**src/alu_pkg.sv**
```systemverilog
`default_nettype none

package alu_pkg;

	// ==============================
	// Data words
	// ==============================
	localparam int xlen = 32;

	typedef logic [xlen-1:0] value_t;

	// Returned for any function the unit does not implement
	localparam value_t dead_value = {(xlen/16){16'hdead}};

	// ==============================
	// Opcodes and R2 functions
	// ==============================
	typedef enum logic [6:0] {
		op_r2    = 7'd2,
		op_addi  = 7'd4,
		op_subfi = 7'd5,
		op_cmpi  = 7'd6,
		op_cmpui = 7'd7,
		op_muli  = 7'd8,
		op_mului = 7'd9,
		op_divi  = 7'd10,
		op_divui = 7'd11,
		op_andi  = 7'd12,
		op_ori   = 7'd13,
		op_eori  = 7'd14,
		op_shift = 7'd16,
		op_chk   = 7'd20,
		op_mov   = 7'd24,
		op_bsr   = 7'd32,
		op_nop   = 7'd127
	} opcode_t;

	typedef enum logic [5:0] {
		fn_add    = 6'd4,
		fn_sub    = 6'd5,
		fn_and    = 6'd8,
		fn_or     = 6'd9,
		fn_eor    = 6'd10,
		fn_nand   = 6'd12,
		fn_nor    = 6'd13,
		fn_enor   = 6'd14,
		fn_cmp    = 6'd16,
		fn_cmpu   = 6'd17,
		fn_mul    = 6'd20,
		fn_mulu   = 6'd21,
		fn_div    = 6'd24,
		fn_divu   = 6'd25,
		fn_mod    = 6'd26,
		fn_modu   = 6'd27,
		fn_seq    = 6'd32,
		fn_sne    = 6'd33,
		fn_slt    = 6'd34,
		fn_sltu   = 6'd36,
		fn_zseq   = 6'd40,
		fn_zslt   = 6'd42,
		fn_cmovz  = 6'd48,
		fn_cmovnz = 6'd49,
		fn_minmax = 6'd56
	} func_t;

	// Shift types carried in the imm view; the three asr forms differ in rounding
	localparam logic [2:0] sh_asl    = 3'd0;
	localparam logic [2:0] sh_lsr    = 3'd1;
	localparam logic [2:0] sh_asr    = 3'd2;
	localparam logic [2:0] sh_asr_rz = 3'd3;
	localparam logic [2:0] sh_asr_rh = 3'd4;

	// ==============================
	// Fault causes
	// ==============================
	typedef logic [7:0] cause_t;

	localparam cause_t flt_none  = 8'h00;
	localparam cause_t flt_dbz   = 8'h08;
	localparam cause_t flt_unimp = 8'h0b;

	// ==============================
	// Instruction word
	// ==============================
	typedef struct packed {
		opcode_t     opcode;
		func_t       func;
		logic [3:0]  sub;
		logic [3:0]  cond;
		cause_t      cause;
		logic [2:0]  rsvd;
	} r2_instr_t;

	// Shift amount lives in the low six immediate bits
	typedef struct packed {
		opcode_t     opcode;
		logic [2:0]  sht;
		logic        amt_src;
		logic [20:0] imm;
	} imm_instr_t;

	typedef union packed {
		r2_instr_t  r2;
		imm_instr_t imm;
	} instr_t;

	// ==============================
	// Check configuration
	// ==============================
	typedef struct packed {
		value_t     canary;
		logic [7:0] cpl;
	} cfg_t;

	typedef enum logic {
		cfg_canary = 1'b0,
		cfg_cpl    = 1'b1
	} cfg_sel_t;

endpackage

`default_nettype wire

```
**src/alu_cfg.sv**
```systemverilog
`timescale 1ns/1ps
`default_nettype none

module alu_cfg
	import alu_pkg::*;
(
	input  wire logic     clk,
	input  wire logic     rst,
	input  wire logic     cfg_we,
	input  wire cfg_sel_t cfg_sel,
	input  wire value_t   cfg_wdata,
	output cfg_t          cfg
);

	// Checks see a written value from the cycle after the strobe
	always_ff @(posedge clk)
	begin
		if (rst)
		begin
			cfg <= '0;
		end
		else if (cfg_we)
		begin
			case (cfg_sel)
			cfg_canary:
				cfg.canary <= cfg_wdata;
			cfg_cpl:
				cfg.cpl <= cfg_wdata[7:0];
			endcase
		end
	end

endmodule

`default_nettype wire

```
**config.mk**
```make
export PLATFORM = sky130hd
export DESIGN_NAME = alu_cfg
export DESIGN_NICKNAME = d
export VERILOG_FILES = /design/src/alu_pkg.sv /design/src/alu_cfg.sv
export SDC_FILE = /design/constraint.sdc
export NUM_CORES = 1
export LEC_CHECK = 0
export BUFFER_PORTS_ARGS = -buffer_cell sky130_fd_sc_hd__buf_2
export CORE_UTILIZATION = 42
export CTS_CLUSTER_SIZE = 14
export DETAILED_ROUTE_END_ITERATION = 12
export PLACE_DENSITY_LB_ADDON = 0.3
export SYNTH_ARGS = -nofsm -noshare
export SYNTH_HDL_FRONTEND = slang
export SYNTH_SLANG_ARGS = --single-unit
```
**constraint.sdc**
```tcl
create_clock -name clk -period 1 [get_ports clk]
set_clock_uncertainty 0.2 [all_clocks]
set_input_delay 0.05 -clock clk [delete_from_list [all_inputs] [get_ports clk]]
set_output_delay 0.05 -clock clk [all_outputs]
set_load 0.005 [all_outputs]
```
# Word-level counts from Yosys, hierarchy flattened
# Index checks and enable logic that the tools add are counted.
dict set report op_classes {
  add_sub_neg 0
  mul 0
  div 0
  n_lt_le_gt_ge 0
  n_eq_ne 0
  n_shift 0
  muxes 0
  bitwise 1
  n_reduce_logical 2
}
# cell count
set op_table {}
lappend op_table {{AND reduction 2 bit} 2}
lappend op_table {{inverter 1 bit} 1}
dict set report totals {
  reg_bits 40
  latchBits 0
  ram_bits 0
  romBits 0
  input_bits 36
  out_inout_bits 40
  elab_cells 5
  mem_count 0
}

# Depth between registers and ports, before layout
dict set report depth {
  ltp_word 2
  ltp_mapped 4
  ltp_nobuf 2
}

# Worst setup path before layout
# No wires, ideal clock.
dict set report synth_path {
  path_kind {input to register}
  start {input port rst}
  end {register cfg[36] (netlist bit)}
  setup_time_ps 69
  t_arrival_ps 707
  required_ps 731
  path_slack_ps 24
  cell_stages 3
  path_buffers 1
  cell_sequence {buf_2 > or4bb_1 > o21ai_1}
}
# item line
set synth_lines {}
lappend synth_lines {{start, declared} alu_cfg.sv:8} ;# input wire logic rst,
lappend synth_lines {{end, declared} alu_cfg.sv:12} ;# output cfg_t cfg

# Worst setup path after layout
dict set report layout_path {
  start {register cfg[38] (netlist bit)}
  end {output port cfg[38] (netlist bit)}
}
# No word-level cell between the ends.

==> key figures <==
Global routing
  • Initial antenna violation count: 0
  • Largest net degree at the start of global routing: 32
  • GRT overflow: 0
  • Global-route usage over all layers: 0.2063
  • First-pass GRT wire length: 6.858 mm
  • Vias in the first global route: 1,518

Floorplan
  • Initial cell density of the core: 0.4379
  • # rows: 23
  • Chip Width: 66.81 µm
  • Core ar.: 4029 µm²
  • Die area: 4464 µm²
  • Io pins: 76
  • Die Y-Extent: 66.81 µm

Critical path
  • CP Capture Type: primary output
  • CP Data Arrival Time: 740 ps
  • Worst Path Required: 750 ps
  • Crit path kind: flop to primary output
  • Worst Path Buf+Inv: 1
  • Highest fanout seen on the critical path: 2
  • Slowest-stage cell, CP: dfxtp_2
  • CP Depth: 1
  • Worst R2R Path Depth: 3
  • Slowest stage delay, CP: 350 ps
  • Top delay family on crit path: flip-flops
  • Critical-path cell list: buf_2
  • Crit path launch type: flop

Timing
  • Final Hold Violating Endpoints: 11
  • Slew headroom: 0.8493
  • Setup_tns: 0 ps
  • Final period util: 0.9917
  • # setup viols final: 0
  • F_max: 1008 MHz
  • Final number of max-transition violations: 0
  • Setup slack after layout: 8.332 ps
  • Hold Worst Slack: -103.0 ps
  • Minimum clock period: 991.7 ps
  • Unrepaired setup endpoints after global routing: true
  • Worst-margin pin slew: 226.0 ps

Clocking
  • Cts hold-fix bufs: 30
  • CTS root buf: clkbuf_8
  • H-tree Lvls: 2
  • CTS tree: done
  • TritonCTS Buffers: 5
  • Clock-pin slew on the worst setup and hold paths: 70 ps
  • TritonCTS Sinks: 40
  • CTS Buffer Depth: 2
  • Clock Latency Late Sink: 290 ps

Outcome
  • Violated checks: negative hold slack
  • Status: finished with violations

Detailed routing
  • # DRC: 0
  • DR WL/cell: 13.96 µm
  • Initial DRC count: 70
  • DR vias: 1,613
  • Routed Wire Length: 4.552 mm
  • Vias per cell: 4.948
  • Post-DRT Antenna Nets: 0
  • Drt pass-1 iters: 4

Cells and area
  • Post-layout nets: 311
  • Leading registers by flop count: cfg x40
  • Non-filler instance count after layout: 326
  • Multi-input logic area: 870.8 µm²
  • Layout cells sized above 1: 0.4855
  • Max FFs per register: 40
  • Antenna Cells: 0
  • Final core area utilization: 0.6798
  • Largest Register: cfg
  • Commonest non-fill, non-tap cell in the layout: buf_2
  • Fillers: 332
  • Area grow syn2layout: 55.25%
  • Area occupied by registers: 850.8 µm²
  • Most frequent cells in the layout: buf_2 (56), nand2b_1 (48), dfxtp_2 (40)

Synthesis
  • Synth cell types: 13
  • Netlist Area Pre-Place: 1764 µm²
  • Sequential-to-total area share from yosys stat: 0.4539
  • Cells after Synth: 170
  • Synth warn: 0
  • Syn nets: 206
  • #FFs+latches synth: 40
  • Syn Area/Cell: 10.38 µm²

Placement
  • GP Congestion: 0.7044
  • Place WS: -143.8 ps
  • PortBufs: 75
  • Placed cells: 287
  • HPWL after detailed placement: 2.626 mm

Worst hold path
  • Worst hold path depth: 3
  • Worst min path class: input port to flop

Job
  • Max-Cap Viols: 0

Power and ir drop
  • Power Density: 1243 nW/µm²
  • Maximum VDD drop: 856.2 µV
  • Pleak: 1.204 nW
[cell usage after synthesis]
cell type  number  area, µm²
nand2_4         1      11.26
buf_8           1      15.01
buf_2           2      10.01
mux2i_1        16      160.2
buf_6           1      11.26
nor2b_2         1      8.760
dfxtp_1        40      800.8
or4bb_1         2      22.52
o21ai_1        24      120.1
buf_4           3      22.52
nand2b_1       48      300.3
nand4bb_1      22      247.7
clkbuf_1        9      33.78
[power breakdown]
part	internal [mW]	switching (mW)
Combinational	0.354	0.217
Sequential	1.69	0.0491
Clock	0.550	0.547
Total	2.59	0.813
[worst paths after layout]
| check | from | to | slack [ps] |
|---|---|---|---|
| worst max-delay path | cfg[38] | cfg[38] | 8 |
| worst min-delay path | cfg_wdata[28] | cfg[36] | -100 |
| worst max register to register | cfg[38] | cfg[38] | 110 |
| worst min register to register | cfg[30] | cfg[30] | 260 |
[cell type report]
class,instances,share of cell area
clock buffers,6,0.03015
clock inverters,2,0.003655
multi-input cells,114,0.3180
flip-flops and latches,40,0.3106
well taps,50,0.02284
repair buffers,114,0.3148
[per-stage QoR]
step,hold slack (ps),area (µm²),power [mW]
2_1_floorplan,15.96,1764,1.989
3_3_place_gp,113.6,2170,2.172
3_5_place_dp,125.1,2170,2.176
4_1_cts,-116.4,2582,3.374
5_1_grt,-92.22,2739,3.565
6_report,-103.0,2739,3.405
[logic make-up (layout without fill, tap and decap cells)]
family,count (synthesis),in the layout,share of synthesized area
AOI/OAI and AO/OA,24,24,0.06809
buffers and inverters,16,122,0.05248
DFF,40,40,0.4539
muxes,16,16,0.09078
and+or+nand+nor,74,74,0.3348
[metal layers]
metal  global-route usage  vias up  part of all wire
met5                    0        -                 0
met2               0.3384       57              0.49
met1               0.2453      747              0.44
met3              0.06164       11             0.057
met4              0.09309        0             0.018
li1                     -      798                 -
[timing repair]
item | CTS | global route
endpoints found under the setup margin | 16 | 40
hold endpoints to repair | 40 | 6
buffers inserted | 0 | 1
gates resized for setup | 16 | 43
pin swaps | 0 | 0
(Power assumes the default switching activity.)
